### config.mk
export PLATFORM = sky130hd
export DESIGN_NAME = cache
export DESIGN_NICKNAME = d
export VERILOG_FILES = /design/src/design/cache_pkg.sv /design/src/design/dp_ram.sv /design/src/design/cache.sv
export SDC_FILE = /design/constraint.sdc
export NUM_CORES = 2
export LEC_CHECK = 0
export BUFFER_PORTS_ARGS = -buffer_cell sky130_fd_sc_hd__buf_2
export CORE_ASPECT_RATIO = 1.1
export CORE_MARGIN = 2
export CORE_UTILIZATION = 42
export CTS_BUF_LIST = sky130_fd_sc_hd__clkbuf_16
export DETAILED_ROUTE_END_ITERATION = 8
export PLACE_DENSITY = 0.59
export SLEW_MARGIN = 10
export SYNTH_ARGS = -nofsm -noshare
export SYNTH_HDL_FRONTEND = slang
export SYNTH_SLANG_ARGS = --single-unit
export TNS_END_PERCENT = 100
### constraint.sdc
create_clock -name clk -period 18.1 [get_ports clk]
set_input_delay 1.81 -clock clk [delete_from_list [all_inputs] [get_ports clk]]
set_output_delay 1.81 -clock clk [all_outputs]
set_load 0.02 [all_outputs]
### src/design/cache_pkg.sv
// cache geometry, address views and the cache request and status types, imported by the RTL
package cache_pkg;

    localparam int unsigned ADDR_WIDTH   = 12;
    localparam int unsigned DATA_WIDTH   = 32;
    localparam int unsigned LINE_SIZE    = 16;
    localparam int unsigned CACHE_SIZE   = 256;
    localparam int unsigned INDEX_COUNT  = CACHE_SIZE / LINE_SIZE;
    localparam int unsigned OFFSET_WIDTH = $clog2(LINE_SIZE);
    localparam int unsigned INDEX_WIDTH  = $clog2(INDEX_COUNT);
    localparam int unsigned TAG_WIDTH    = ADDR_WIDTH - INDEX_WIDTH - OFFSET_WIDTH;
    localparam int unsigned LINE_WIDTH   = LINE_SIZE * 8;

    typedef struct packed {
        logic [TAG_WIDTH-1:0]    tag;
        logic [INDEX_WIDTH-1:0]  index;
        logic [OFFSET_WIDTH-1:0] offset;
    } cache_addr_fields_t;

    // one address word, seen either as a flat byte address or split for lookup
    typedef union packed {
        logic [ADDR_WIDTH-1:0] flat;
        cache_addr_fields_t    f;
    } cache_addr_u;

    typedef struct packed {
        logic                    rd_en;
        logic                    wr_en;
        logic                    fill_en;
        logic                    fill_valid;
        logic [OFFSET_WIDTH-1:0] offset;
        logic [INDEX_WIDTH-1:0]  index;
        logic [TAG_WIDTH-1:0]    tag;
        logic [LINE_WIDTH-1:0]   fill_line;
        logic [DATA_WIDTH-1:0]   wr_word;
    } cache_req_t;

    typedef struct packed {
        logic                  valid;
        logic                  dirty;
        logic                  hit;
        logic [TAG_WIDTH-1:0]  victim_tag;
        logic [LINE_WIDTH-1:0] victim_line;
        logic [DATA_WIDTH-1:0] rd_word;
    } cache_stat_t;

endpackage

### src/design/dp_ram.sv
// one-read one-write synchronous RAM with registered read data, used for cache tags and lines
`timescale 1ns/1ns

module dp_ram #(
    parameter int unsigned DATA_WIDTH = 32,
    parameter int unsigned RAM_DEPTH  = 16
) (
    input  logic                         clk,
    input  logic                         n_rst,
    input  logic                         i_ram_rd_en,
    input  logic [$clog2(RAM_DEPTH)-1:0] i_ram_rd_addr,
    output logic [DATA_WIDTH-1:0]        o_ram_rd_data,
    input  logic                         i_ram_wr_en,
    input  logic [$clog2(RAM_DEPTH)-1:0] i_ram_wr_addr,
    input  logic [DATA_WIDTH-1:0]        i_ram_wr_data
);

    logic [DATA_WIDTH-1:0] mem [0:RAM_DEPTH-1];

    always_ff @(posedge clk) begin
        if (i_ram_wr_en) begin
            mem[i_ram_wr_addr] <= i_ram_wr_data;
        end
    end

    // read data holds its last value while no read is issued
    always_ff @(posedge clk, negedge n_rst) begin
        if (!n_rst) begin
            o_ram_rd_data <= '0;
        end else if (i_ram_rd_en) begin
            o_ram_rd_data <= mem[i_ram_rd_addr];
        end
    end

endmodule

### src/design/cache.sv
// direct-mapped cache arrays with valid and dirty state, driven one request at a time by cache_ctrl
`timescale 1ns/1ns

module cache (
    input  logic                   clk,
    input  logic                   n_rst,
    input  cache_pkg::cache_req_t  i_req,
    output cache_pkg::cache_stat_t o_stat
);
    import cache_pkg::*;

    localparam int unsigned BYTE_SEL_WIDTH = $clog2(DATA_WIDTH / 8);

    logic [INDEX_COUNT-1:0]                   valid_q;
    logic [INDEX_COUNT-1:0]                   dirty_q;
    logic                                     line_hit;
    logic                                     word_we;
    logic [OFFSET_WIDTH-BYTE_SEL_WIDTH-1:0]   word_sel;

    logic                                     ram_rd_en;
    logic                                     data_wr_en;
    logic [LINE_WIDTH-1:0]                    data_rd_line;
    logic [LINE_WIDTH-1:0]                    data_wr_line;
    logic [TAG_WIDTH-1:0]                     tag_rd;

    // low offset bits pick a byte inside the word and are ignored
    assign word_sel = i_req.offset[OFFSET_WIDTH-1:BYTE_SEL_WIDTH];

    // the tag compare uses the registered RAM output, so status lags the request by a cycle
    assign line_hit = (tag_rd == i_req.tag) && valid_q[i_req.index];

    // a word write lands only on a line that already holds the tag
    assign word_we = i_req.wr_en && line_hit;

    assign ram_rd_en  = i_req.rd_en || i_req.wr_en || i_req.fill_en;
    assign data_wr_en = word_we || i_req.fill_en;

    // merge the new word into the line read out by the previous lookup
    always_comb begin
        data_wr_line = data_rd_line;
        if (i_req.fill_en) begin
            data_wr_line = i_req.fill_line;
        end else begin
            data_wr_line[word_sel*DATA_WIDTH +: DATA_WIDTH] = i_req.wr_word;
        end
    end

    assign o_stat = '{
        valid:       valid_q[i_req.index],
        dirty:       dirty_q[i_req.index],
        hit:         line_hit,
        victim_tag:  tag_rd,
        victim_line: data_rd_line,
        rd_word:     data_rd_line[word_sel*DATA_WIDTH +: DATA_WIDTH]
    };

    // a fill brings in a clean line, a word write marks it dirty
    always_ff @(posedge clk, negedge n_rst) begin
        if (!n_rst) begin
            valid_q <= '0;
            dirty_q <= '0;
        end else if (i_req.fill_en) begin
            valid_q[i_req.index] <= i_req.fill_valid;
            dirty_q[i_req.index] <= 1'b0;
        end else if (word_we) begin
            dirty_q[i_req.index] <= 1'b1;
        end
    end

    dp_ram #(
        .DATA_WIDTH(LINE_WIDTH),
        .RAM_DEPTH(INDEX_COUNT)
    ) data_ram (
        .clk(clk),
        .n_rst(n_rst),
        .i_ram_rd_en(ram_rd_en),
        .i_ram_rd_addr(i_req.index),
        .o_ram_rd_data(data_rd_line),
        .i_ram_wr_en(data_wr_en),
        .i_ram_wr_addr(i_req.index),
        .i_ram_wr_data(data_wr_line)
    );

    // tags change only when a whole line is filled
    dp_ram #(
        .DATA_WIDTH(TAG_WIDTH),
        .RAM_DEPTH(INDEX_COUNT)
    ) tag_ram (
        .clk(clk),
        .n_rst(n_rst),
        .i_ram_rd_en(ram_rd_en),
        .i_ram_rd_addr(i_req.index),
        .o_ram_rd_data(tag_rd),
        .i_ram_wr_en(i_req.fill_en),
        .i_ram_wr_addr(i_req.index),
        .i_ram_wr_data(i_req.tag)
    );

endmodule

**Word-level counts from Yosys, hierarchy flattened**

Memories as Yosys holds them, arrays and structs flattened. A register that Yosys moved wholly into a read port is not among the register bits.
Index checks and enable logic that the tools add are counted.

- Register bits: 32
- Memory bits (writable): 2112
- Bits of input ports: 178
- Logic and storage cells: 38
- Memories: 2

Memory list:

| memory | depth | bits a word | rd ports | clocked after Yosys merged registers in | write ports | RTL line | source |
|---|---|---|---|---|---|---|---|
| data_ram.mem | 16 | 128 | 1 | 1 | 1 | dp_ram.sv:18 | `logic [DATA_WIDTH-1:0] mem [0:RAM_DEPTH-1];` |
| tag_ram.mem | 16 | 4 | 1 | 1 | 1 | dp_ram.sv:18 |  |

- Add/sub/neg operators: 1
- $lt $le $gt $ge: 2
- Equal/unequal tests: 1
- Shifts and indexed selects: 3
- Mux-type cells: 15
- Bitwise gates (word level): 3
- Reduce and logical (&&, ||, !) cells: 9

Operators with widths:

| cell | count |
|---|---|
| bitwise mux 128 bit | 1 |
| two-way mux 128 bit | 1 |
| variable shift 32 x 34 -> 128 bit, first input constant | 1 |
| variable part select 128 x 8 -> 32 bit | 1 |
| variable part select 32 x 34 -> 128 bit | 1 |
| negator 7 -> 34 bit | 1 |
| two-way mux 16 bit | 2 |
| bitwise AND 16 bit | 1 |
| bitwise mux 16 bit | 1 |
| NOT 16 bit | 1 |
| bitwise OR 16 bit | 1 |
| binary-select mux 1 bit (select 4 bit) | 2 |
| two-way mux 1 bit | 7 |
| < comparator 4 x 5 -> 1 bit, second input constant | 1 |
| demux 1 bit (select 4 bit) | 1 |
| == test 4 bit | 1 |
| greater-or-equal comparator 4 x 1 -> 1 bit, second input constant | 1 |
| logical AND 1 bit | 3 |
| logical OR 1 bit | 3 |
| zero test 1 bit | 2 |
| nonzero test 2 bit | 1 |

**Depth between registers and ports, before layout**

- Word-level depth: 7
- Gate-level depth with buffers: 10
- Depth with buffers taken out: 6

**Hierarchy**

A second synthesis with hierarchy kept.

- Cell total of the unflattened synthesis: 4748
- Area, all modules: 90007.6 µm²

By module, submodules not included:

| module | instances | cells an instance | area an instance (µm²) |
|---|---|---|---|
| dp_ram at data_ram | 1 | 3827 | 81725.9 |
| cache | 1 | 793 | 5520.3 |
| dp_ram at tag_ram | 1 | 128 | 2761.4 |

**Worst setup path before layout**

OpenSTA, ideal clock, no wires.

- Path type: input to register
- Start: input port i_req[164] (netlist name)
- End: memory data_ram.mem[8][0] (netlist name) (enable)
- Setup time: 773 ps
- Arrival: 11368 ps
- Data required time: 17327 ps
- Setup slack: 5959 ps
- Stages: 6
- Path buffers: 4
- Cell sequence: buf_4 buf_6 buf_4 or2_2 buf_4 nor3_1

- Longest elaborated chain between the ends: 7

RTL lines:

| what | RTL line | source |
|---|---|---|
| from (decl) | cache.sv:7 | `input cache_pkg::cache_req_t i_req,` |
| binary-select mux 1 bit (select 4 bit) | cache.sv:30 | `assign line_hit = (tag_rd == i_req.tag) && valid_q[i_req.index];` |
| two-way mux 1 bit (implied by the code) | cache.sv:30 |  |
| logical AND 1 bit | cache.sv:30 |  |
| logical AND 1 bit | cache.sv:33 | `assign word_we = i_req.wr_en && line_hit;` |
| logical OR 1 bit | cache.sv:36 | `assign data_wr_en = word_we \|\| i_req.fill_en;` |
| two-way mux 1 bit | dp_ram.sv:21 | `if (i_ram_wr_en) begin` |
| two-way mux 1 bit (implied by the code) | dp_ram.sv:22 | `mem[i_ram_wr_addr] <= i_ram_wr_data;` |
| to (decl) | dp_ram.sv:18 |  |

Parallel ways exist; a longest one is shown, timed or not. The select of a mux whose other input is x is not followed.

==> flow_metrics.tcl <==
set metrics [dict create \
    worstSetupPathType "in2out" \
    period_share 0.319 \
    worstPathArrival_ps 3960 \
    stdcell_count 7807 \
    syn-num-nets 4490 \
    grt_setup_unrepaired "false" \
    p_leak_uw 0.0337 \
    critPathLaunchType "primary input" \
    setup_viol 0 \
    syn-mean-instance-area_um2 20.8 \
    drive_gt1_frac 0.321 \
    hpwl_um 160000 \
    port_buffers 342 \
    wl_per_cell_um 35.7 \
    clk_latency_ps 870 \
    die_h_um 488 \
    fp-row-count 177 \
    ctsHtreeMaxLevel 4 \
    syn-cell-area_um2 89500 \
    drv_slew 0 \
    pin_count 345 \
    rrSetupSlack_ps 13540 \
    grt_pass1_wl_um 380000 \
    ant_nets 0 \
    clk_pin_slew_worst_paths_ps 60 \
    vias 47700 \
    min_period_ps 5770 \
    numCtsBuffers 220 \
    die_area_um2 217000 \
    slew_headroom 0.270 \
    clockBufferDepth 3 \
    grtUsageMet3 0.0546 \
    timing.fmax_mhz 173 \
    critPathMaxFanout 44 \
    cts_hold_buf 0 \
    overflow 0 \
    synth.distinct_cells 37 \
    cts_tree "built" \
    synth_top_area_share 0.709 \
    via_per_inst 6.12 \
    antenna_found_initial 35 \
    crit_required_ps 16290 \
    core_um2 212000 \
    die_w_um 444 \
    grt_pass1_vias 46300 \
    synth_area_leaders "edfxtp_1, mux4_2, dfrtp_1" \
    drc 0 \
    synth_most_common_cell "edfxtp_1" \
    setup_tns_ps 0 \
    gr-usage-all-layers 0.256 \
    drt_pre_antenna_iters 6 \
    synthCells 4307 \
    grt_busiest_layer "met2" \
    ys_ff_latch 2276 \
    ys_seq_area_frac 0.755 \
    cts.sinks 2276 \
    status "finished clean" \
    place_inst 7365 \
    hold_viol 0 \
    post-cts-setup-buffers 0 \
    fin_skew_ps 47.5 \
    gr-usage-met1 0.350 \
    worstMarginPinSlew_ps 1090 \
    synth_edf_count 2112 \
    cts_root_buf "clkbuf_16" \
    grt_use_met2 0.399 \
    grt_max_degree 127 \
    yosysTopAreaCell "edfxtp_1" \
    routed_wl_um 279000 \
    async_flop_share 0.0721 \
    start_util 0.423 \
    nets 4996 \
    areaGrowthSynthToFinish_pct 14.5 \
    hold_path_class "reg2reg" \
    ys_warn_count 0 \
    synth_commonest_cells "edfxtp_1, mux4_2, a21oi_1, dfrtp_1, mux2_2" \
    synthFlopType "edfxtp_1" \
    cts-resized-gates 0 \
    gp_congestion 0.818 \
    worst_setup_path_end_kind "primary output" \
    power_density_nw_per_um2 113 \
    cap_viol_max_count 0 \
    peakVddDrop_uv 102 \
    first_iter_violations 6302 \
    timing.hold.ws_ps 503 \
]
[layer usage]
layer | up-vias | share of wire
li1 | 18900 | -
met1 | 26000 | 0.39
met2 | 2433 | 0.47
met3 | 383 | 0.094
met4 | 16 | 0.044
met5 | - | 0.00029
[sequential cells by signal, indices dropped and copies added, names as in the netlist, named ones only]
| register | cells |
|---|---|
| data_ram.mem | 2048 |
| valid_q | 16 |
| data_ram.o_ram_rd_data | 128 |
| tag_ram.mem | 64 |
| tag_ram.o_ram_rd_data | 4 |
[cell type report]
| class | count | area (um^2) |
|---|---|---|
| diodes | 27 | 67.6 |
| clock buffers | 222 | 5560 |
| clock inverters | 193 | 1470 |
| fillers | 17300 | 109000 |
| inverters | 15 | 56.3 |
| multi-input cells | 1746 | 20800 |
| flip-flops and latches | 2276 | 67500 |
| well taps | 2774 | 3470 |
| repair buffers | 554 | 3570 |
[critical path, stage by stage]
cell    delay, ps
buf_8         370
mux4_2        570
mux2_2        370
mux2_2        290
and2_1        240
buf_2         210
[cell families after synthesis]
logic type / after synthesis / share of synthesized area
DFF: 2276 / 0.755
adders and majority gates: 5 / 0.000699
AOI/OAI and AO/OA: 539 / 0.0334
muxes: 852 / 0.177
buffers and inverters: 285 / 0.0146
and+or+nand+nor: 346 / 0.0194
xor gates and xnor gates: 4 / 0.000391
[path summary, 6_finish.rpt]
| kind | start | endpoint | cells past startpoint |
|---|---|---|---|
| hold / removal | valid_q[15] | valid_q[15] | 1 |
| min in group asynchronous | n_rst | data_ram.o_ram_rd_data[91] | 1 |
| setup / recovery | i_req[164] | o_stat[164] | 6 |
| hold reg to reg | valid_q[15] | valid_q[15] | 1 |
| setup reg to reg | tag_ram.o_ram_rd_data[3] | data_ram.mem[10][96] | 7 |
| max in group asynchronous | n_rst | data_ram.o_ram_rd_data[2] | 2 |
[power breakdown]
group	internal (uW)	total, uW	switching (uW)
Clock	2470	4460	1990
Combinational	343	981	637
Sequential	5950	6110	166
Total	8760	11600	2790
[cells in the final DEF (no fill, tap or decap), drive strengths merged, types with 102 or more instances in the layout]
master / Yosys / final
buf: 147 / 554
edfxtp: 2112 / 2112
clkbuf: 123 / 222
dfrtp: 164 / 164
o21ai: 128 / 128
clkinv: 0 / 102
a21oi: 260 / 260
nor2b: 135 / 135
o22ai: 133 / 133
mux2: 151 / 151
mux4: 569 / 569
nand2: 133 / 133
mux2i: 132 / 132
[through the flow]
stage | utilization | power (uW) | setup slack (ps) | instance area [um^2]
after floorplan | - | 6670 | 5960 | 89500
after global placement | 0.451 | 7180 | 11590 | 95400
after detailed placement | 0.451 | 7200 | 11610 | 95400
after CTS | 0.484 | 11600 | 12280 | 102000
after global routing | 0.484 | 11900 | 12230 | 102000
final | 0.484 | 11600 | 12330 | 103000
Note: power is estimated with default switching activity, not from simulation.
