## config.mk

```make
export PLATFORM = sky130hd
export DESIGN_NAME = cache_ctrl
export DESIGN_NICKNAME = d
export VERILOG_FILES = /design/src/design/cache_pkg.sv /design/src/design/bus_pkg.sv /design/src/design/cache_ctrl.sv
export SDC_FILE = /design/constraint.sdc
export NUM_CORES = 1
export LEC_CHECK = 0
export BUFFER_PORTS_ARGS = -buffer_cell sky130_fd_sc_hd__buf_2
export CORE_AREA = 2 2 282 284
export DETAILED_ROUTE_END_ITERATION = 16
export DIE_AREA = 0 0 284 286
export GPL_TIMING_DRIVEN = 0
export PLACE_DENSITY = 0.3
export SYNTH_ARGS = -nofsm -noshare
export SYNTH_HDL_FRONTEND = slang
export SYNTH_SLANG_ARGS = --single-unit
```

## constraint.sdc

```tcl
create_clock -name clk -period 3.9 [get_ports clk]
set_clock_uncertainty 0.15 [all_clocks]
set_input_delay 0.195 -clock clk [delete_from_list [all_inputs] [get_ports clk]]
set_output_delay 0.195 -clock clk [all_outputs]
set_load 0.03 [all_outputs]
```

## src/design/cache_pkg.sv

```systemverilog
// cache geometry, address views and the cache request and status types, imported by the RTL
package cache_pkg;

    localparam int unsigned ADDR_WIDTH   = 12;
    localparam int unsigned DATA_WIDTH   = 32;
    localparam int unsigned LINE_SIZE    = 16;
    localparam int unsigned CACHE_SIZE   = 256;
    localparam int unsigned INDEX_COUNT  = CACHE_SIZE / LINE_SIZE;
    localparam int unsigned OFFSET_WIDTH = $clog2(LINE_SIZE);
    localparam int unsigned INDEX_WIDTH  = $clog2(INDEX_COUNT);
    localparam int unsigned TAG_WIDTH    = ADDR_WIDTH - INDEX_WIDTH - OFFSET_WIDTH;
    localparam int unsigned LINE_WIDTH   = LINE_SIZE * 8;

    typedef struct packed {
        logic [TAG_WIDTH-1:0]    tag;
        logic [INDEX_WIDTH-1:0]  index;
        logic [OFFSET_WIDTH-1:0] offset;
    } cache_addr_fields_t;

    // one address word, seen either as a flat byte address or split for lookup
    typedef union packed {
        logic [ADDR_WIDTH-1:0] flat;
        cache_addr_fields_t    f;
    } cache_addr_u;

    typedef struct packed {
        logic                    rd_en;
        logic                    wr_en;
        logic                    fill_en;
        logic                    fill_valid;
        logic [OFFSET_WIDTH-1:0] offset;
        logic [INDEX_WIDTH-1:0]  index;
        logic [TAG_WIDTH-1:0]    tag;
        logic [LINE_WIDTH-1:0]   fill_line;
        logic [DATA_WIDTH-1:0]   wr_word;
    } cache_req_t;

    typedef struct packed {
        logic                  valid;
        logic                  dirty;
        logic                  hit;
        logic [TAG_WIDTH-1:0]  victim_tag;
        logic [LINE_WIDTH-1:0] victim_line;
        logic [DATA_WIDTH-1:0] rd_word;
    } cache_stat_t;

endpackage

```

## src/design/bus_pkg.sv

```systemverilog
// AXI4-Lite channel types and backing-memory request and response types for the cache front end
package bus_pkg;

    localparam int unsigned LINE_ADDR_WIDTH = cache_pkg::TAG_WIDTH + cache_pkg::INDEX_WIDTH;
    localparam logic [1:0]  RESP_OKAY       = 2'b00;

    typedef struct packed {
        logic                            valid;
        logic [cache_pkg::ADDR_WIDTH-1:0] addr;
    } axi_aw_t;

    typedef struct packed {
        logic                            valid;
        logic [cache_pkg::ADDR_WIDTH-1:0] addr;
    } axi_ar_t;

    typedef struct packed {
        logic                                valid;
        logic [cache_pkg::DATA_WIDTH-1:0]     data;
        logic [cache_pkg::DATA_WIDTH/8-1:0]   strb;
    } axi_w_t;

    typedef struct packed {
        logic                            valid;
        logic [cache_pkg::DATA_WIDTH-1:0] data;
        logic [1:0]                      resp;
    } axi_r_t;

    typedef struct packed {
        logic       valid;
        logic [1:0] resp;
    } axi_b_t;

    // line address is the tag and index of a byte address
    typedef struct packed {
        logic                            valid;
        logic                            write;
        logic [LINE_ADDR_WIDTH-1:0]      line_addr;
        logic [cache_pkg::LINE_WIDTH-1:0] data;
    } mem_req_t;

    typedef struct packed {
        logic                            ack;
        logic [cache_pkg::LINE_WIDTH-1:0] data;
    } mem_rsp_t;

endpackage

```

## src/design/cache_ctrl.sv

```systemverilog
// AXI4-Lite front end of the cache that runs lookups, write-back and fill on a miss
`timescale 1ns/1ns

module cache_ctrl (
    input  logic                   clk,
    input  logic                   n_rst,
    input  bus_pkg::axi_ar_t       i_ar,
    output logic                   o_arready,
    output bus_pkg::axi_r_t        o_r,
    input  logic                   i_rready,
    input  bus_pkg::axi_aw_t       i_aw,
    input  bus_pkg::axi_w_t        i_w,
    output logic                   o_awready,
    output logic                   o_wready,
    output bus_pkg::axi_b_t        o_b,
    input  logic                   i_bready,
    output cache_pkg::cache_req_t  o_creq,
    input  cache_pkg::cache_stat_t i_cstat,
    output bus_pkg::mem_req_t      o_mreq,
    input  bus_pkg::mem_rsp_t      i_mrsp
);
    import cache_pkg::*;
    import bus_pkg::*;

    typedef enum logic [2:0] {
        ST_IDLE,
        ST_LOOKUP,
        ST_CHECK,
        ST_WRITEBACK,
        ST_FILL,
        ST_UPDATE,
        ST_RESPOND
    } state_e;

    state_e                state_q;
    state_e                state_d;
    cache_addr_u           addr_q;
    cache_addr_u           cur_addr;
    cache_addr_u           victim_addr;
    logic [DATA_WIDTH-1:0] wdata_q;
    logic                  is_write_q;
    logic                  r_valid_q;
    logic [DATA_WIDTH-1:0] r_data_q;
    logic                  b_valid_q;
    logic                  accept_rd;
    logic                  accept_wr;
    logic                  read_hit;

    // reads win when both channels present a request in the same cycle
    assign accept_rd = (state_q == ST_IDLE) && i_ar.valid;
    assign accept_wr = (state_q == ST_IDLE) && i_aw.valid && i_w.valid && !i_ar.valid;
    assign read_hit  = (state_q == ST_CHECK) && i_cstat.hit && !is_write_q;

    assign o_arready = (state_q == ST_IDLE);
    assign o_awready = accept_wr;
    assign o_wready  = accept_wr;

    assign o_r = '{valid: r_valid_q, data: r_data_q, resp: RESP_OKAY};
    assign o_b = '{valid: b_valid_q, resp: RESP_OKAY};

    // the first lookup is issued in the accept cycle straight from the bus
    always_comb begin
        if (state_q == ST_IDLE) begin
            cur_addr.flat = i_ar.valid ? i_ar.addr : i_aw.addr;
        end else begin
            cur_addr = addr_q;
        end
    end

    always_comb begin
        victim_addr.f.tag    = i_cstat.victim_tag;
        victim_addr.f.index  = addr_q.f.index;
        victim_addr.f.offset = '0;
    end

    always_comb begin
        o_creq            = '0;
        o_creq.tag        = cur_addr.f.tag;
        o_creq.index      = cur_addr.f.index;
        o_creq.offset     = cur_addr.f.offset;
        o_creq.wr_word    = wdata_q;
        o_creq.fill_line  = i_mrsp.data;
        o_creq.fill_valid = 1'b1;
        case (state_q)
            ST_IDLE:   o_creq.rd_en   = accept_rd || accept_wr;
            ST_LOOKUP: o_creq.rd_en   = 1'b1;
            // fill data is only valid in the ack cycle
            ST_FILL:   o_creq.fill_en = i_mrsp.ack;
            ST_UPDATE: o_creq.wr_en   = 1'b1;
            default:   o_creq.rd_en   = 1'b0;
        endcase
    end

    always_comb begin
        o_mreq = '0;
        if (state_q == ST_WRITEBACK) begin
            o_mreq.valid     = 1'b1;
            o_mreq.write     = 1'b1;
            o_mreq.line_addr = victim_addr.flat[ADDR_WIDTH-1:OFFSET_WIDTH];
            o_mreq.data      = i_cstat.victim_line;
        end else if (state_q == ST_FILL) begin
            o_mreq.valid     = 1'b1;
            o_mreq.line_addr = addr_q.flat[ADDR_WIDTH-1:OFFSET_WIDTH];
        end
    end

    always_comb begin
        state_d = state_q;
        case (state_q)
            ST_IDLE: begin
                if (accept_rd || accept_wr) begin
                    state_d = ST_CHECK;
                end
            end
            ST_LOOKUP: state_d = ST_CHECK;
            ST_CHECK: begin
                if (i_cstat.hit) begin
                    state_d = is_write_q ? ST_UPDATE : ST_RESPOND;
                end else if (i_cstat.valid && i_cstat.dirty) begin
                    state_d = ST_WRITEBACK;
                end else begin
                    state_d = ST_FILL;
                end
            end
            ST_WRITEBACK: begin
                if (i_mrsp.ack) begin
                    state_d = ST_FILL;
                end
            end
            // after the fill the access is replayed against the new line
            ST_FILL: begin
                if (i_mrsp.ack) begin
                    state_d = ST_LOOKUP;
                end
            end
            ST_UPDATE: state_d = ST_RESPOND;
            ST_RESPOND: begin
                if ((r_valid_q && i_rready) || (b_valid_q && i_bready)) begin
                    state_d = ST_IDLE;
                end
            end
            default: state_d = ST_IDLE;
        endcase
    end

    always_ff @(posedge clk, negedge n_rst) begin
        if (!n_rst) begin
            state_q    <= ST_IDLE;
            is_write_q <= 1'b0;
            r_valid_q  <= 1'b0;
            b_valid_q  <= 1'b0;
        end else begin
            state_q <= state_d;
            if (accept_rd || accept_wr) begin
                is_write_q <= accept_wr;
            end
            if (read_hit) begin
                r_valid_q <= 1'b1;
            end else if (r_valid_q && i_rready) begin
                r_valid_q <= 1'b0;
            end
            if (state_q == ST_UPDATE) begin
                b_valid_q <= 1'b1;
            end else if (b_valid_q && i_bready) begin
                b_valid_q <= 1'b0;
            end
        end
    end

    always_ff @(posedge clk) begin
        if (accept_rd || accept_wr) begin
            addr_q  <= cur_addr;
            wdata_q <= i_w.data;
        end
        if (read_hit) begin
            r_data_q <= i_cstat.rd_word;
        end
    end

endmodule

```

---- After elaboration in Yosys (flattened, before gate mapping) ----
Index checks and enable logic that the tools add are counted.
word-level totals
  bits in registers ....................... 82
  latch bits .............................. 0
  memory bits (writable) .................. 0
  bits in read-only memories .............. 0
  bits of input ports ..................... 363
  output and inout bits ................... 355
  word-level logic and storage cells ...... 57
  memories kept ........................... 0
cells by class
  add/sub/neg operators ................... 0
  $mul .................................... 0
  divide/modulo/power cells ............... 0
  order comparisons ....................... 0
  equal/unequal tests ..................... 10
  shift-type cells ........................ 0
  multiplexer cells ....................... 23
  bitwise operators ....................... 0
  reduce and logical (&&, ||, !) cells .... 17
operator list
  kind                                                  count
  2-to-1 mux 128 bit                                    1
  2-to-1 mux 12 bit                                     2
  case mux 3 bit (7 select lines)                       1
  2-to-1 mux 3 bit                                      6
  2-to-1 mux 8 bit                                      2
  equality test 3 bit (second input constant)           3
  logical AND 1 bit                                     9
  2-to-1 mux 1 bit                                      9
  equality test 3 x 2 -> 1 bit (second input constant)  2
  != test 2 bit (second input constant)                 3
  AND reduction 4 bit                                   1
  nonzero test 2 bit                                    2
  equality test 3 x 1 -> 1 bit (second input constant)  1
  zero test 3 bit                                       1
  zero test 1 bit                                       2
  logical OR 1 bit                                      2
  2-to-1 mux 2 bit                                      1
  != test 2 x 1 -> 1 bit (second input constant)        1
  case mux 1 bit (2 select lines)                       1

---- Logic depth before layout (Yosys ltp) ----
Gate-level depths: netlist of the first run.
  word-level depth ........................ 7
  gate-level depth with buffers ........... 6
  depth with buffers taken out ............ 3

---- Least setup slack after synthesis of the first run ----
No wires, ideal clock.
  kind .................................... reg-to-reg
  from .................................... register state_q[1]
  to ...................................... register addr_q[0] (netlist bit), enable pin
  setup time .............................. 445 ps
  data arrival time ....................... 3,039 ps
  required time ........................... 3,305 ps
  setup slack ............................. 266 ps
  stages on the path, launching flop included .. 6
  buffers on the path ..................... 3
  period minus slack after synthesis ...... 3,634 ps
  cells stage by stage .................... dfrtp_1 > buf_6 > or3_1 > buf_6 > buf_2 > nor2_1
on the way
  cells in the longest elaborated chain, start to end .. 5
  elaborated cells on any way between the ends .. 6
  those cells by class .................... 6 x reduce/logical
ends and longest elaborated chain
  what                            line                                RTL
  from (decl)                     cache_ctrl.sv:35                    state_e state_q;
  from (signal assigned)          cache_ctrl.sv:153                   state_q <= state_d;
  zero test 3 bit *               cache_ctrl.sv:50, cache_ctrl.sv:51
  logical AND 1 bit (3 in a row)  cache_ctrl.sv:51                    assign accept_wr = (state_q == ST_IDLE) && i_aw.valid && i_w.valid && !i_ar.valid;
  logical OR 1 bit *              cache_ctrl.sv:171                   if (accept_rd || accept_wr) begin
  to (signal assigned)            cache_ctrl.sv:172                   addr_q <= cur_addr;
  to (decl)                       cache_ctrl.sv:37                    cache_addr_u addr_q;
Mark *: on every way between the ends. The rest lies on a longest branch, timed or not.
A chain may end at the register's enable or synchronous reset.

==> impl_metrics.env, run 1 <==
export IMPL_outcome="finished, final reports clean"
export IMPL_fmax_mhz=338
export IMPL_grt_max_degree=33
export IMPL_rsz0062_at_grt="no"
export IMPL_maxCapViolations=0
export IMPL_ys_ff_latch=82
export IMPL_avgSynthCellArea_um2=10.8
export IMPL_core_mm2=0.0784
export IMPL_numCtsBuffers=9
export IMPL_synthToLayoutAreaGrowth_pct=106
export IMPL_cp_end_kind="primary output"
export IMPL_clock_latency_ns=0.37
export IMPL_syn_area_mm2=0.00494
export IMPL_fp_dieW_um=284
export IMPL_num_nets_final=1481
export IMPL_async_flop_share_pct=7.32
export IMPL_dp_hpwl_um=34600
export IMPL_drt_iter0_drc=169
export IMPL_pin_count=718
export IMPL_clkSinkCount=82
export IMPL_drt_first_pass_iters=4
export IMPL_port_buffers=579
export IMPL_crit_top_cell="buf_2"
export IMPL_p_per_area_mw_per_mm2=498
export IMPL_routed_wl_um=38600
export IMPL_clockRootBuffer="clkbuf_16"
export IMPL_cp_data_arrival_time_ns=2.61
export IMPL_reg2reg_slack_ns=1.42
export IMPL_gp_congestion=0.749
export IMPL_start_kind="flop"
export IMPL_dieArea_mm2=0.0812
export IMPL_worst_slack_ns=0.942
export IMPL_track_usage_pct=9.04
export IMPL_cts_tree="done"
export IMPL_synth_ff_type="edfxtp_1"
export IMPL_antenna_found_initial=59
export IMPL_die_h_um=286
export IMPL_gr_total_overflow=0
export IMPL_relSlewSlack_pct=37.1
export IMPL_start_util_pct=6.31
export IMPL_vias=5805
export IMPL_ant_nets=0
export IMPL_ctsLongestPathBuffers=2
export IMPL_dp_cells=2089
export IMPL_cp_cell_sequence="buf_6 -> and3b_1 -> buf_2 -> clkbuf_1 -> and2_1 -> buf_2"
export IMPL_synth_edf_count=76
export IMPL_peakVddDrop_v=0.000294
export IMPL_r2r_end="wdata_q[10]"
export IMPL_critPathKind="flop to primary output"
export IMPL_tns_ns=0
export IMPL_preCtsSetupSlack_ns=1.17
export IMPL_worst_pin_slew_ns=0.944
export IMPL_fin_crit_ns=2.96
export IMPL_synth_warnings=0
export IMPL_slowest_stage="clkbuf_1"
export IMPL_hp_class="primary input to asynchronous set/reset pin"
export IMPL_grt_pass1_wl_um=49500
export IMPL_finalNonFillerCells=2180
export IMPL_power_leakage_nw=5.13
export IMPL_drive_gt1_share_pct=66.9
export IMPL_slew_viol_final=0
export IMPL_syn_inst=456
export IMPL_drcViolationCount=0
export IMPL_path_clk_slew_ns=0.07
export IMPL_setup_violations=0
export IMPL_seq_area_frac_synth_pct=49.2
export IMPL_reg2reg_from="state_q[1]"
export IMPL_timing_final_crit_share_pct=75.9
export IMPL_vias_per_cell=2.66
export IMPL_synth_distinct_cells=38
export IMPL_rows=103
export IMPL_nFillCells=9089
export IMPL_cp_data_required_time_ns=3.56
export IMPL_wire_per_inst_um=17.7
export IMPL_finalHoldViolations=0
export IMPL_cpPeakStageDelay_ns=0.75
export IMPL_htreeDepth=3
export IMPL_grt_pass1_vias=5811
export IMPL_cts_resized=0
export IMPL_cp_max_fo=10
export IMPL_r2r_cells=6
per-layer routing:
| layer | wire length, um | part of all wire (%) | global-route usage (%) |
|---|---|---|---|
| met3 | 6630 | 17 | 7.23 |
| met2 | 16700 | 43 | 13.9 |
| met5 | 264 | 0.68 | 0 |
| met4 | 649 | 1.7 | 2.25 |
| met1 | 14300 | 37 | 9.54 |
layout make-up:
type | instances | area, um^2 | share of cell area (%)
Timing Repair Buffer | 648 | 3620 | 35.5
Sequential cell | 82 | 2430 | 23.9
Multi-Input combinational cell | 211 | 1350 | 13.2
Tap cell | 1050 | 1310 | 12.9
Buffer | 159 | 1160 | 11.3
Clock buffer | 9 | 225 | 2.21
Clock inverter | 6 | 58.8 | 0.577
Inverter | 7 | 26.3 | 0.258
Antenna cell | 8 | 20.0 | 0.196
repair_timing:
action,in CTS,in global routing
hold buffers,67,0
endpoints found under the hold margin,72,0
setup buffers,0,0
cells by family (layout without fill, tap and decap cells):
logic type,count (synthesis),count (layout),share of synthesized area (%)
flip-flops,82,82,49.2
multiplexers,12,12,2.43
buffers and inverters,166,829,23.9
AND/OR/NAND/NOR,164,164,20.3
other,2,13,0.152
AO/OA/AOI/OAI,30,30,4.03
power by group:
part / internal, mW / leakage (nW) / switching [mW] / total [mW]
sequential: 1.25 / 0.777 / 0.0733 / 1.32
combinational: 0.869 / 4.21 / 2.00 / 2.87
clock: 0.489 / 0.136 / 0.395 / 0.883
sequential cells by signal (all words and copies together), names as in the netlist:
name / cells
wdata_q: 32
b_valid_q: 1
r_valid_q: 1
r_data_q: 32
is_write_q: 1
addr_q: 12
state_q: 3
through the flow:
| step | hold slack, ns | power (mW) | util (%) | instance area [um^2] |
|---|---|---|---|---|
| 6_report | 0.0594 | 5.08 | 13.0 | 10200 |
| 5_1_grt | 0.0619 | 5.38 | 13.0 | 10200 |
| 4_1_cts | 0.0210 | 5.20 | 13.0 | 10100 |
| 3_5_place_dp | -0.108 | 4.21 | 11.7 | 9190 |
| 3_3_place_gp | -0.102 | 4.22 | 11.7 | 9170 |
| 2_1_floorplan | -0.251 | 3.15 | - | 4950 |
how the worst max path moves through the flow:
stage / slack (ns) / to / startpoint
after CTS: 0.81 / o_mreq[123] / state_q[1]
after floorplan: 0.27 / addr_q[0] / state_q[1]
after global placement: -1.07 / wdata_q[15] / state_q[1]
after global routing: 0.77 / o_mreq[123] / state_q[1]
after detailed placement: 1.17 / r_data_q[4] / state_q[2]
final: 0.94 / o_mreq[123] / state_q[1]
critical path: cells and delay by family (launching register included):
family / cells / cell delay (ns)
AND/OR/NAND/NOR: 2 / 0.48
buffers and inverters: 4 / 1.41
flip-flops: 1 / 0.34
synthesized netlist by cell type (all sizes together), types with 2 or more instances:
library cell	count	area share (%)
nor2	3	0.23
nor2b	4	0.51
clkbuf	13	1.2
conb	2	0.15
mux2i	12	2.4
a22o	4	0.71
nand2	16	1.2
o21ai	15	1.5
edfxtp	76	46
nand2b	2	0.25
nor3b	2	0.41
buf	146	22
dfrtp	6	3.0
inv	7	0.53
and2	129	16
nor3	3	0.53
cell usage in the layout, fill, tap and decap left out, types with 2 or more instances in the layout:
cell type      Yosys  final
a22o_1             4      4
and2_1           129    129
buf_2              5    584
buf_4            137    137
buf_6              4      4
clkbuf_1           6      6
clkbuf_16          0      9
clkbuf_2           7      7
clkinv_1           0      3
conb_1             2      5
dfrtp_1            6      6
diode_2            0      8
dlygate4sd3_1      0     67
edfxtp_1          76     76
inv_1              7      6
mux2i_1           12     12
nand2_1           16     16
nand2b_1           2      2
nor2_1             3      2
nor2b_1            4      4
nor3_1             2      2
o21ai_0            7      7
o21ai_1            8      8
Power figures use the tool's default switching activity.
==> inputs of run 2 (changes only) <==
Settings changed: ABC_AREA from default to 1, CORE_AREA 2 2 282 284 to 2 2 279 281, DIE_AREA 0 0 284 286 to 0 0 281 283.
Clock period 3.9 ns to 3.1 ns, I/O delays scaled along.
==> run 2 against run 1 <==
Wire length down 5.3%. Sequential power up 23%. Area after synthesis up 5.9%. Sequential share of layout area down 0.82 points. Highest routed layer unchanged. Worst setup slack worse by 0.40 ns. Synthesized cell count up 38%. First-iteration DRC count up 10%.
==> impl_metrics.env, run 2 <==
export IMPL_synth_warnings=0
export IMPL_use_met3_pct=5.23
export IMPL_cp_data_required_time_ns=2.79
export IMPL_ctsLongestPathBuffers=2
export IMPL_port_buffers=580
export IMPL_drcViolationCount=0
export IMPL_core_mm2=0.0767
export IMPL_start_kind="flop"
export IMPL_syn_area_mm2=0.00524
export IMPL_cts_resized=0
export IMPL_critPathKind="flop to primary output"
export IMPL_fp_dieW_um=281
export IMPL_rsz0062_at_grt="no"
export IMPL_start_util_pct=6.83
export IMPL_setup_violations=0
export IMPL_final_common_cell="buf_2"
export IMPL_rows=102
export IMPL_htreeDepth=3
export IMPL_track_usage_pct=8.65
export IMPL_place_area_mm2=0.00951
export IMPL_gr_usage_met2_pct=15.2
export IMPL_vias_per_cell=2.72
export IMPL_vias=6377
export IMPL_clock_latency_ns=0.36
export IMPL_drt_iter0_drc=186
export IMPL_synthTopCellsByCount="nor2_1 (156), inv_1 (141), buf_4 (137), edfxtp_1 (76), nand2_1 (52)"
export IMPL_grt_pass1_wl_um=47900
export IMPL_cp_end_kind="primary output"
export IMPL_numCtsBuffers=9
export IMPL_dp_hpwl_um=32700
export IMPL_cts_tree="done"
export IMPL_avgSynthCellArea_um2=8.30
export IMPL_fin_crit_ns=2.55
export IMPL_seq_area_frac_synth_pct=46.5
export IMPL_power_leakage_nw=5.86
export IMPL_synthToLayoutAreaGrowth_pct=102
export IMPL_wire_per_inst_um=15.6
export IMPL_fmax_mhz=391
export IMPL_cp_data_arrival_time_ns=2.25
export IMPL_ant_nets=0
export IMPL_clockRootBuffer="clkbuf_16"
export IMPL_peakVddDrop_v=0.000459
export IMPL_grt_use_met1_pct=8.46
export IMPL_async_flop_share_pct=7.32
export IMPL_worst_pin_slew_ns=0.759
export IMPL_path_clk_slew_ns=0.07
export IMPL_gp_congestion=0.799
export IMPL_routed_wl_um=36600
export IMPL_synth_distinct_cells=26
export IMPL_pin_count=718
export IMPL_ys_ff_latch=82
export IMPL_gr_total_overflow=0
export IMPL_grt_pass1_vias=6516
export IMPL_finalHoldViolations=0
export IMPL_drt_first_pass_iters=4
export IMPL_syn_inst=631
export IMPL_die_h_um=283
export IMPL_top_usage_layer="met2"
export IMPL_dieArea_mm2=0.0795
export IMPL_relSlewSlack_pct=49.3
export IMPL_synth_area_top_cells="edfxtp_1 (44%), buf_4 (20%), nor2_1 (11%)"
export IMPL_clkSinkCount=82
export IMPL_preCtsSetupSlack_ns=0.855
export IMPL_nFillCells=8857
export IMPL_top_regs="r_data_q x32, wdata_q x32, addr_q x12"
export IMPL_synth_ff_type="edfxtp_1"
export IMPL_yosysMostFrequentCell="nor2_1"
export IMPL_worst_slack_ns=0.546
export IMPL_reg2reg_slack_ns=0.97
export IMPL_maxCapViolations=0
export IMPL_outcome="finished, final reports clean"
export IMPL_drive_gt1_share_pct=58.5
export IMPL_yosysTopAreaCell="edfxtp_1"
export IMPL_synth_top_area_share_pct=43.6
export IMPL_tns_ns=0
export IMPL_hp_class="primary input to flop"
export IMPL_synth_edf_count=76
export IMPL_finalInstanceArea_mm2=0.0106
export IMPL_cp_max_fo=10
export IMPL_antenna_found_initial=4
export IMPL_num_nets_final=1661
export IMPL_final_cell_mix="buf_2 (581), nor2_1 (154), inv_1 (141)"
export IMPL_p_per_area_mw_per_mm2=598
export IMPL_timing_final_crit_share_pct=82.4
export IMPL_slew_viol_final=0
export IMPL_grt_max_degree=26
==> run 2: cell count changes in the layout (fill, tap and decap cells not counted), moves of 7 or more <==
cell	delta
nor2_1	+152
inv_1	+135
and2_1	-129
nand2_1	+36
a31oi_1	+12
buf_6	+12
mux2i_1	-12
nand3_1	+11
clkbuf_2	-7
o21ai_1	-7
==> run 2: repair_timing <==
item / in CTS / in global routing
hold endpoints to repair: 74 / 0
hold buffers: 71 / 0
setup buffers: 0 / 0
==> run 2: final cells by class <==
cell class / count / area [um^2] / area share (%)
Clock inverter: 7 / 101 / 0.960
Inverter: 145 / 547 / 5.18
Timing Repair Buffer: 653 / 3660 / 34.7
Multi-Input combinational cell: 251 / 1060 / 10.1
Sequential cell: 82 / 2430 / 23.0
Antenna cell: 2 / 5.00 / 0.0474
Clock buffer: 9 / 225 / 2.13
Buffer: 156 / 1220 / 11.6
Tap cell: 1040 / 1300 / 12.3
==> run 2: layer usage <==
layer | vias up | wire (um)
met5 | - | 16
met4 | 2 | 731
met3 | 23 | 5200
met2 | 371 | 17600
met1 | 2913 | 13000
li1 | 3068 | -
==> run 2: kinds of logic after synthesis <==
family	after synthesis	share of synthesized area, %
AOI/OAI and AO/OA	20	2.34
buffers and inverters	301	33.8
DFF	82	46.5
other	2	0.143
and+or+nand+nor	226	17.3
==> run 2: path summary, 6_finish.rpt <==
check / start / end / cells past startpoint
max: state_q[2] / o_mreq[58] / 7
min: i_bready / b_valid_q / 3
max reg2reg: state_q[1] / wdata_q[23] / 5
min reg2reg: b_valid_q / b_valid_q / 1
max in group asynchronous: n_rst / b_valid_q / 3
min in group asynchronous: n_rst / state_q[0] / 3
==> run 2: metrics by stage <==
stage,total power [mW],hold WS (ns),utilization [%],cells
2_1_floorplan,3.81,-0.291,-,634
3_3_place_gp,5.08,-0.147,12.3,2254
3_5_place_dp,5.11,-0.149,12.4,2256
4_1_cts,6.48,0.00851,13.8,2343
5_1_grt,6.68,0.0494,13.8,2344
6_report,6.31,0.0323,13.8,2345
==> run 2: power by group <==
group	switching (mW)	total (mW)	internal, mW
clock network	0.522	1.24	0.716
registers	0.0805	1.62	1.54
logic	2.44	3.45	1.01
total	3.04	6.31	3.27
==> run 2: critical path: stages (launching register included) <==
cell     delay [ns]
dfrtp_1        0.38
buf_6          0.16
inv_2          0.09
nand3_2        0.22
buf_6          0.27
buf_6          0.15
nor2_1         0.30
buf_2          0.29
